==> src/logic/cpuPkg.sv <==
package cpuPkg;

   // Machine sizes
   localparam int dataWidth    = 16;
   localparam int regAddrWidth = 3;
   localparam int imemDepth    = 256;
   localparam int dmemDepth    = 256;

   // Opcodes, the top five bits of every word
   localparam logic [4:0] opHalt = 5'b00000;
   localparam logic [4:0] opNop  = 5'b00001;
   localparam logic [4:0] opAddi = 5'b01000;
   localparam logic [4:0] opBeqz = 5'b01100;
   localparam logic [4:0] opSt   = 5'b10000;
   localparam logic [4:0] opLd   = 5'b10001;
   localparam logic [4:0] opAlu  = 5'b11011;

   // Function codes of opAlu
   localparam logic [1:0] fnAdd = 2'b00;
   localparam logic [1:0] fnSub = 2'b01;
   localparam logic [1:0] fnXor = 2'b10;
   localparam logic [1:0] fnAnd = 2'b11;

   // Register format: rd = rs op rt
   typedef struct packed {
      logic [4:0] opcode;
      logic [2:0] rs;
      logic [2:0] rt;
      logic [2:0] rd;
      logic [1:0] funct;
   } instrR;

   // Immediate format, also used by ld, st and beqz
   // For st the rd slot names the data register
   typedef struct packed {
      logic [4:0]        opcode;
      logic [2:0]        rs;
      logic [2:0]        rd;
      logic signed [4:0] imm;
   } instrI;

   typedef union packed {
      instrR r;
      instrI i;
   } instrT;

   localparam logic [dataWidth-1:0] nopWord = {opNop, 11'b0};

endpackage

==> src/logic/execute.sv <==
`timescale 1ns/1ps
`default_nettype none
module execute (
   input  logic                         clk,
   input  logic                         rstN,
   input  logic [cpuPkg::dataWidth-1:0] instrD2X,
   input  logic [cpuPkg::dataWidth-1:0] rs1D2X,
   input  logic [cpuPkg::dataWidth-1:0] rs2D2X,
   input  logic [cpuPkg::dataWidth-1:0] immD2X,
   input  logic [cpuPkg::dataWidth-1:0] pcIncD2X,
   output logic [cpuPkg::dataWidth-1:0] instrX2M,
   output logic [cpuPkg::dataWidth-1:0] aluX2M,
   output logic [cpuPkg::dataWidth-1:0] storeX2M,
   output logic                         branchTaken,
   output logic [cpuPkg::dataWidth-1:0] branchTarget,
   output logic                         flush
);
   import cpuPkg::*;

   instrT                instr;
   logic [dataWidth-1:0] aluOut;

   assign instr = instrD2X;

   always_comb begin
      if (instr.r.opcode == opAlu) begin
         case (instr.r.funct)
            fnAdd:   aluOut = rs1D2X + rs2D2X;
            fnSub:   aluOut = rs1D2X - rs2D2X;   // rs minus rt
            fnAnd:   aluOut = rs1D2X & rs2D2X;
            default: aluOut = rs1D2X ^ rs2D2X;
         endcase
      end else begin
         // addi result, or effective address for ld and st
         aluOut = rs1D2X + immD2X;
      end
   end

   // Branch resolves here and kills the two younger words
   assign branchTaken  = (instr.i.opcode == opBeqz) && (rs1D2X == '0);
   assign branchTarget = pcIncD2X + immD2X;
   assign flush        = branchTaken;

   always_ff @(posedge clk) begin
      if (!rstN) begin
         instrX2M <= nopWord;
      end else begin
         instrX2M <= instrD2X;
      end
   end

   always_ff @(posedge clk) begin
      aluX2M   <= aluOut;
      storeX2M <= rs2D2X;
   end

endmodule
`default_nettype wire

==> config.mk <==
export PLATFORM = sky130hd
export DESIGN_NAME = execute
export DESIGN_NICKNAME = d
export VERILOG_FILES = /design/src/logic/cpuPkg.sv /design/src/logic/execute.sv
export SDC_FILE = /design/constraint.sdc
export NUM_CORES = 1
export LEC_CHECK = 0
export BUFFER_PORTS_ARGS = -buffer_cell sky130_fd_sc_hd__buf_2
export CELL_PAD_IN_SITES_DETAIL_PLACEMENT = 0
export CELL_PAD_IN_SITES_GLOBAL_PLACEMENT = 2
export CORE_MARGIN = 2
export CORE_UTILIZATION = 29
export DETAILED_ROUTE_END_ITERATION = 10
export PLACE_DENSITY_LB_ADDON = 0.1
export REMOVE_ABC_BUFFERS = 1
export SYNTH_ARGS = -nofsm -noshare
export SYNTH_HDL_FRONTEND = slang
export SYNTH_SLANG_ARGS = --single-unit
==> constraint.sdc <==
create_clock -name clk -period 4.1 [get_ports clk]
set_input_delay 0.82 -clock clk [delete_from_list [all_inputs] [get_ports clk]]
set_output_delay 0.82 -clock clk [all_outputs]
set_load 0.01 [all_outputs]
==> impl_metrics.ini <==
[clock_network]
cts_setup_buffers = 0
cts_tree = done
ctsHtreeMaxLevel = 2
cts.sinks = 48
root_buffer = clkbuf_16
cts.clk_slew.worst_paths_ns = 0.07
numCtsBuffers = 5
cts_resized = 0
cts_buffer_depth = 2
cts_hold_buf = 0

[setup_path]
end_kind = primary output
max_stage_delay_ns = 0.38
crit_top_cell = a31oi_1
cp_max_fo = 3
start_kind = input port
crit_chain = buf_2, ha_1, inv_1, fa_1, nor2b_1, o21a_1, a311o_1, a31oi_1, a31oi_1, a31oi_1, xnor2_1, buf_2
cp_data_arrival_time_ns = 2.99
cp.required_ns = 3.28
cp_slowest_cell = a311o_1
critical_path_class = in -> out

[global_routing]
grt_pass1_vias = 3822
overflow = 0
grtUsageTotal_pct = 16.3
grt_max_degree = 34
grt_pass1_wl_um = 19300
antenna_found_initial = 0

[synth]
avgSynthCellArea_um2 = 8.43
yosysTopAreaCell = dfxtp_1
synth.area.top_cells = dfxtp_1 23%, ha_1 19%, xnor2_1 6.8%
yosysUniqueCellTypes = 52
synth.cell_area_um2 = 4150
synth_warnings = 0
ys_ff_latch = 48
synth_cells = 492
synth_seq_area_share_pct = 23.2
postSynth.asyncResetShare_pct = 0
yosys.area.top_type_share_pct = 23.2
yosys_most_used_dff = dfxtp_1
synth_edf_count = 0

[drt]
routed_wl_um = 12500
drtPass1Iterations = 4
drt_iter0_drc = 127
num_vias = 3988
ant_nets = 0
routed_via_density = 4.83
remaining_drc_errors = 0
wl_per_cell_um = 15.1

[power]
p_int_mw = 1.12
vdd_drop_max_v = 0.000134
switching_power_uw = 589
swShare_pct = 34.5
clkPwrFrac_pct = 27.9
seqPwrFrac_pct = 31.1
p_total_mw = 1.71
p_leak_nw = 2.56
power_density_nw_per_um2 = 322
p_comb_share_pct = 41.0

[worst_hold_path]
min-delay-start = rs2D2X[15]
hold_end = storeX2M[15]
worstHoldPathType = in -> reg
hold_depth = 1

[timing]
period_share_pct = 93.0
relSlewSlack_pct = 44.2
whs_ns = 0.665
rsz0062_at_grt = no
fmax_ghz = 0.262
hold_viol_final = 0
min_period_ns = 3.81
finalMaxSlewViolations = 0
setup-tns-final_ns = 0
setup_viol = 0
finalWorstSetupSlack_ns = 0.286
worstMarginPinSlew_ns = 0.837

[final_layout]
nNetsFinal = 792
layoutNonFillerInstCount = 826
antenna_cells = 0
final_area_um2 = 5310
drive_gt1_share_pct = 27.1
area_growth_pct = 28.2
fin_util_pct = 38.1

[placement]
io_buffers = 147
dp_slack_ns = 0.245
post_dp_cell_area_um2 = 5140
dpl.cell_count = 818
dp_hpwl_um = 10400
place_congestion = 0.849

[floorplanning]
placementRows = 43
initial_core_util_pct = 29.7
coreArea_um2 = 13900
io_pins = 148
die_h_um = 124
die_area_um2 = 15300
die_w_um = 124

[run]
maxCapViolCount = 0

[run_status]
outcome = finished, final reports clean
==> power by group through the flow <==
stage | sequential [mW] | combinational, mW | clock, mW
finish | 0.531 | 0.701 | 0.477
global route | 0.535 | 0.788 | 0.512
CTS | 0.533 | 0.707 | 0.496
detailed placement | 0.543 | 0.702 | 0
global placement | 0.541 | 0.707 | 0
floorplan | 0.568 | 0.414 | 0
==> sequential cells by signal, indices dropped and copies added, names as in the netlist <==
register  flops
aluX2M       16
instrX2M     16
storeX2M     16
==> worst max path at each step <==
stage / endpoint / startpoint / cells past startpoint
6_report: branchTarget[14] / immD2X[0] / 12
5_1_grt: branchTarget[14] / immD2X[0] / 12
4_1_cts: branchTarget[14] / immD2X[0] / 12
3_5_place_dp: branchTarget[14] / immD2X[0] / 12
3_3_place_gp: branchTarget[14] / immD2X[0] / 12
2_1_floorplan: branchTarget[14] / immD2X[0] / 10
==> synthesized netlist by cell type (3+ instances only) <==
library cell / n
mux2i_1: 14
nand4_1: 4
o211ai_1: 7
a21oi_1: 47
nand3_1: 8
nor4_1: 6
a31oi_1: 9
a211oi_1: 5
and2_1: 15
o21a_1: 8
o31ai_1: 5
xor2_1: 22
mux2_2: 3
xnor2_1: 32
nor2_1: 28
inv_1: 18
nand2_1: 33
a21o_1: 8
nor3_1: 8
nor2b_1: 7
o21bai_1: 6
fa_1: 3
nand2b_1: 7
o21ai_0: 38
and3_1: 5
ha_1: 62
clkbuf_1: 9
dfxtp_1: 48
==> layer usage <==
| layer | routed length, µm | track usage (%) | up-vias |
|---|---|---|---|
| met5 | 0 | 0 | - |
| met4 | 83 | 3.55 | 0 |
| met3 | 773 | 3.18 | 5 |
| met2 | 5440 | 26.4 | 114 |
| met1 | 6170 | 22.2 | 1776 |
| li1 | - | - | 2093 |
==> cells by family (layout without fill, tap and decap cells) <==
| kind of cell | after synthesis | count (layout) | share of synthesized area [%] |
|---|---|---|---|
| flops | 48 | 48 | 23.2 |
| mux | 17 | 17 | 4.20 |
| simple gates | 129 | 129 | 16.1 |
| xor+xnor | 55 | 55 | 11.8 |
| compound gates | 147 | 147 | 21.7 |
| fa+ha+maj | 65 | 65 | 20.2 |
| buf+inv | 31 | 185 | 2.93 |
==> layout make-up <==
cell class	instances	area [µm²]
inverter	18	67.6
multi-input combinational	413	3060
fill	1484	8620
clock buffer	5	125
clock inverter	3	46.3
tap	180	225
sequential	48	961
timing repair buffer	159	826
==> placed cells by master (no fill, tap or decap), types with 14 or more instances in the layout <==
| cell | Yosys | final |
|---|---|---|
| nor2_1 | 28 | 28 |
| buf_2 | 1 | 147 |
| xor2_1 | 22 | 22 |
| and2_1 | 15 | 15 |
| mux2i_1 | 14 | 14 |
| o21ai_0 | 38 | 38 |
| a21oi_1 | 47 | 47 |
| nand2_1 | 33 | 33 |
| inv_1 | 18 | 18 |
| xnor2_1 | 32 | 32 |
| ha_1 | 62 | 62 |
| dfxtp_1 | 48 | 48 |
==> critical path: cells and delay by family <==
kind | cells | cell delay (ns)
buffers and inverters | 3 | 0.33
AOI/OAI and AO/OA | 5 | 1.21
xor gates and xnor gates | 1 | 0.14
and+or+nand+nor | 1 | 0.05
adders and majority gates | 2 | 0.43
Power figures use the tool's default switching activity.
