[config.mk]
export PLATFORM = sky130hd
export DESIGN_NAME = decode
export DESIGN_NICKNAME = d
export VERILOG_FILES = /design/src/logic/cpuPkg.sv /design/src/logic/regFile.sv /design/src/logic/decode.sv
export SDC_FILE = /design/constraint.sdc
export NUM_CORES = 1
export LEC_CHECK = 0
export ABC_AREA = 1
export BUFFER_PORTS_ARGS = -buffer_cell sky130_fd_sc_hd__buf_4
export CAP_MARGIN = 40
export CORE_MARGIN = 2
export CORE_UTILIZATION = 35
export DETAILED_ROUTE_END_ITERATION = 12
export RECOVER_POWER = 25
export SETUP_SLACK_MARGIN = 0.15
export SKIP_LAST_GASP = 1
export SYNTH_ARGS = -nofsm -noshare
export SYNTH_HDL_FRONTEND = slang
export SYNTH_SLANG_ARGS = --single-unit
[constraint.sdc]
create_clock -name clk -period 2.5 [get_ports clk]
set_input_delay 0.25 -clock clk [delete_from_list [all_inputs] [get_ports clk]]
set_output_delay 0.25 -clock clk [all_outputs]
set_load 0.005 [all_outputs]
[src/logic/cpuPkg.sv]
package cpuPkg;

   // Machine sizes
   localparam int dataWidth    = 16;
   localparam int regAddrWidth = 3;
   localparam int imemDepth    = 256;
   localparam int dmemDepth    = 256;

   // Opcodes, the top five bits of every word
   localparam logic [4:0] opHalt = 5'b00000;
   localparam logic [4:0] opNop  = 5'b00001;
   localparam logic [4:0] opAddi = 5'b01000;
   localparam logic [4:0] opBeqz = 5'b01100;
   localparam logic [4:0] opSt   = 5'b10000;
   localparam logic [4:0] opLd   = 5'b10001;
   localparam logic [4:0] opAlu  = 5'b11011;

   // Function codes of opAlu
   localparam logic [1:0] fnAdd = 2'b00;
   localparam logic [1:0] fnSub = 2'b01;
   localparam logic [1:0] fnXor = 2'b10;
   localparam logic [1:0] fnAnd = 2'b11;

   // Register format: rd = rs op rt
   typedef struct packed {
      logic [4:0] opcode;
      logic [2:0] rs;
      logic [2:0] rt;
      logic [2:0] rd;
      logic [1:0] funct;
   } instrR;

   // Immediate format, also used by ld, st and beqz
   // For st the rd slot names the data register
   typedef struct packed {
      logic [4:0]        opcode;
      logic [2:0]        rs;
      logic [2:0]        rd;
      logic signed [4:0] imm;
   } instrI;

   typedef union packed {
      instrR r;
      instrI i;
   } instrT;

   localparam logic [dataWidth-1:0] nopWord = {opNop, 11'b0};

endpackage

[src/logic/regFile.sv]
`timescale 1ns/1ps
`default_nettype none
module regFile (
   input  logic                           clk,
   input  logic                           rstN,
   input  logic [cpuPkg::regAddrWidth-1:0] rdAddr1,
   input  logic [cpuPkg::regAddrWidth-1:0] rdAddr2,
   input  logic                           wrEn,
   input  logic [cpuPkg::regAddrWidth-1:0] wrAddr,
   input  logic [cpuPkg::dataWidth-1:0]    wrData,
   output logic [cpuPkg::dataWidth-1:0]    rdData1,
   output logic [cpuPkg::dataWidth-1:0]    rdData2
);
   import cpuPkg::*;

   logic [dataWidth-1:0] regs [2**regAddrWidth];

   always_ff @(posedge clk) begin
      if (!rstN) begin
         for (int k = 0; k < 2**regAddrWidth; k++) begin
            regs[k] <= '0;
         end
      end else if (wrEn) begin
         regs[wrAddr] <= wrData;
      end
   end

   // Writeback in the same cycle is seen by the reader
   assign rdData1 = (wrEn && wrAddr == rdAddr1) ? wrData : regs[rdAddr1];
   assign rdData2 = (wrEn && wrAddr == rdAddr2) ? wrData : regs[rdAddr2];

endmodule
`default_nettype wire

[src/logic/decode.sv]
`timescale 1ns/1ps
`default_nettype none
module decode (
   input  logic                            clk,
   input  logic                            rstN,
   input  logic [cpuPkg::dataWidth-1:0]    instrF2D,
   input  logic [cpuPkg::dataWidth-1:0]    pcIncF2D,
   input  logic                            flush,
   input  logic                            wbEn,
   input  logic [cpuPkg::regAddrWidth-1:0] wbReg,
   input  logic [cpuPkg::dataWidth-1:0]    wbData,
   output logic [cpuPkg::dataWidth-1:0]    instrD2X,
   output logic [cpuPkg::dataWidth-1:0]    rs1D2X,
   output logic [cpuPkg::dataWidth-1:0]    rs2D2X,
   output logic [cpuPkg::dataWidth-1:0]    immD2X,
   output logic [cpuPkg::dataWidth-1:0]    pcIncD2X,
   output logic                            err
);
   import cpuPkg::*;

   instrT                instr;
   logic                 legal;
   logic [dataWidth-1:0] rdData1;
   logic [dataWidth-1:0] rdData2;
   logic [dataWidth-1:0] immExt;

   assign instr = instrF2D;

   always_comb begin
      case (instr.r.opcode)
         opAlu, opAddi, opLd, opSt, opBeqz, opHalt, opNop: legal = 1'b1;
         default: legal = 1'b0;
      endcase
   end

   // Store data sits in the I-format rd slot, which lines up with rt
   regFile iRegFile (
      .clk     (clk),
      .rstN    (rstN),
      .rdAddr1 (instr.r.rs),
      .rdAddr2 (instr.r.rt),
      .wrEn    (wbEn),
      .wrAddr  (wbReg),
      .wrData  (wbData),
      .rdData1 (rdData1),
      .rdData2 (rdData2)
   );

   assign immExt = {{(dataWidth - 5){instr.i.imm[4]}}, instr.i.imm};

   always_ff @(posedge clk) begin
      if (!rstN) begin
         instrD2X <= nopWord;
         err      <= 1'b0;
      end else begin
         // A bad word in a branch shadow never executes, so it is not flagged
         if (!legal && !flush) begin
            err <= 1'b1;
         end
         instrD2X <= (flush || !legal) ? nopWord : instrF2D;
      end
   end

   always_ff @(posedge clk) begin
      rs1D2X   <= rdData1;
      rs2D2X   <= rdData2;
      immD2X   <= immExt;
      pcIncD2X <= pcIncF2D;
   end

endmodule
`default_nettype wire

==> results.yml <==
drt:
  viasPerCell: 4.99
  dr_wl_met2_mm: 13.9
  wl_per_cell_um: 17.2
  final_antenna_net_count: 0
  highest_layer: "met4"
  wl_met1_mm: 11.5
  wl_met3_mm: 1.95
  firstDrtPassIters: 5
  initialDrtViolationCount: 847
  drc: 0
  vias: 8280
  wl_mm: 28.6
power_and_ir_drop:
  powerDensity_mw_per_mm2: 680
  p_leak_nw: 5.53
  total_power_mw: 7.79
  ir_worst_vdd_uv: 361
sta:
  period_minus_slack_ns: 1.49
  slew_violations: 0
  worst_pin_slew_ns: 1.05
  clock_skew_ns: 0.00719
  tns_ns: 0
  finalSetupViolCount: 0
  max_slew_margin_pct: 30.3
  fmax_mhz: 670
  finalCritPeriodShare_pct: 59.7
  rsz0062_at_grt: "false"
  finalHoldViolCount: 0
placement:
  place_hpwl_mm: 19.2
  placed_cells: 1605
  port_buffers: 135
  gp_congestion: 0.894
yosys:
  yosysTopAreaCellShare_pct: 41.0
  ys_warn_count: 0
  yosys.area.top_type: "edfxtp_1"
  synth_most_common_cell: "nand2_1"
  netlist_top_cells_count: "nand2_1 (359), nand3_1 (225), inv_1 (158)"
  ys_seq_elements: 198
  async_flop_share_pct: 0
  syn_avg_cell_area_um2: 7.94
  syn_inst: 1182
  syn_area_mm2: 0.00938
  synth-edff-count: 128
  synth_area_leaders: "edfxtp_1 (41%), dfxtp_1 (15%), nand2_1 (14%), nand3_1 (12%), inv_1 (6.3%)"
  yosys_most_used_dff: "edfxtp_1"
  syn-num-nets: 1237
  seq_area_frac_synth_pct: 55.9
  ys_types: 19
job:
  max_cap_viol_count: 0
global_routing:
  grt_use_total_pct: 20.7
  grt.overflow.total: 0
  grt_pass1_vias: 8212
  grt_pass1_wl_mm: 44.6
  antenna_found_initial: 0
  grt_max_degree: 65
critical_path:
  reg2reg_slack_ns: 1.41
  crit_type: "input pin to flip-flop"
  r2r-start: "iRegFile.regs[5][1]"
  end_kind: "flip-flop"
  cp-startpoint: "rstN"
  worstRegToRegCells: 6
  cp_data_required_time_ns: 2.64
  regToRegEndpoint: "rs1D2X[1]"
  start_kind: "input pin"
  crit_fanout: 17
  crit_end: "iRegFile.regs[7][4]"
  worstPathArrival_ns: 1.63
die:
  ioPinCount: 136
  initial_core_util_pct: 35.8
  fp.dieArea_mm2: 0.0281
  core_area_mm2: 0.0262
  rows: 59
  chipWidth_um: 168
  die_y_um: 168
min_path:
  hold_path_class: "input pin to flip-flop"
final_layout:
  syn2layout_area_growth_pct: 22.1
  num_antenna_cells: 0
  utilization_pct: 43.7
  nNetsFinal: 1366
  final_cell_count_no_fill: 1659
  drive_gt1_share_pct: 15.3
cts:
  htree_levels: 4
  clkSlewWorstSetupHoldPaths_ns: 0.08
  cts_root_buffer: "clkbuf_16"
  clk_latency_ns: 0.45
  cts_buffers: 17
  cts_tree: "yes"
  cts_sinks: 198
  cts_setup_buffers: 0
  cts.path.max_buffers: 2
  hold_buffers: 22
  cts.repair.resized: 0
status:
  outcome: "finished clean"
[placed cells by master (no fill, tap or decap), types with 2 or more instances in the layout]
cell / instances
nor2_2: 3
dfxtp_1: 70
inv_8: 4
edfxtp_1: 128
dlygate4sd3_1: 22
nand2_4: 2
clkbuf_16: 19
clkbuf_4: 21
nand2_1: 359
inv_1: 156
buf_12: 2
inv_2: 8
nor2_1: 152
clkinv_8: 2
clkbuf_1: 7
buf_4: 131
inv_4: 5
inv_6: 2
nand3_1: 225
[critical path: stages]
cell and delay [ns]:
buf_4 0.16, nand2_1 0.09, nor2_1 0.21, nand2_1 0.09
clkbuf_1 0.38, nand2_1 0.16, buf_4 0.27
[final cells by class]
type                    instances  area (µm²)
flip-flops and latches        198        5250
repair buffers                183        1430
clock buffers                  19         475
multi-input cells             745        3110
well taps                     335         419
clock inverters                13         149
inverters                     166         628
fillers                      2558       14800
[routing by layer]
metal / GRT usage [%] / up-vias
li1: - / 3949
met1: 25.1 / 3862
met2: 35.5 / 394
met3: 3.38 / 75
met4: 11.3 / 0
met5: 0 / -
[cell families (layout without fill, tap and decap cells)]
| logic type | Yosys count | in the layout | share of synthesized area, % |
|---|---|---|---|
| buf+inv | 239 | 381 | 10.9 |
| compound gates | 2 | 2 | 0.133 |
| simple gates | 743 | 743 | 33.0 |
| flops | 198 | 198 | 55.9 |
[through the flow]
stage	hold slack [ns]	setup WS, ns	instance area [µm²]
final	0.0120	1.01	11500
after global routing	0.0201	0.824	11500
after CTS	0.00357	1.09	11500
after detailed placement	0.355	0.686	10600
after global placement	0.354	0.750	10600
after floorplan	0.278	0.911	9380
[sequential cells by signal, indices dropped and copies added, names as in the netlist]
name,flops
immD2X,5
rs1D2X,16
err,1
iRegFile.regs,128
rs2D2X,16
pcIncD2X,16
instrD2X,16
[power breakdown]
group          internal, mW  switching (mW)
Sequential             3.71          0.0769
Clock                  1.55            1.38
Combinational         0.411           0.669
[how the worst min path moves through the flow]
stage / to / start / slack, ns / depth (start not counted)
after floorplan: immD2X[0] / instrF2D[0] / 0.28 / 0
final: rs2D2X[8] / wbData[8] / 0.01 / 3
after global routing: rs1D2X[1] / wbData[1] / 0.02 / 3
after CTS: rs2D2X[8] / wbData[8] / 0.004 / 3
after global placement: pcIncD2X[6] / pcIncF2D[6] / 0.35 / 1
after detailed placement: pcIncD2X[0] / pcIncF2D[0] / 0.36 / 1
No activity file was read; power rests on OpenSTA's default activity.
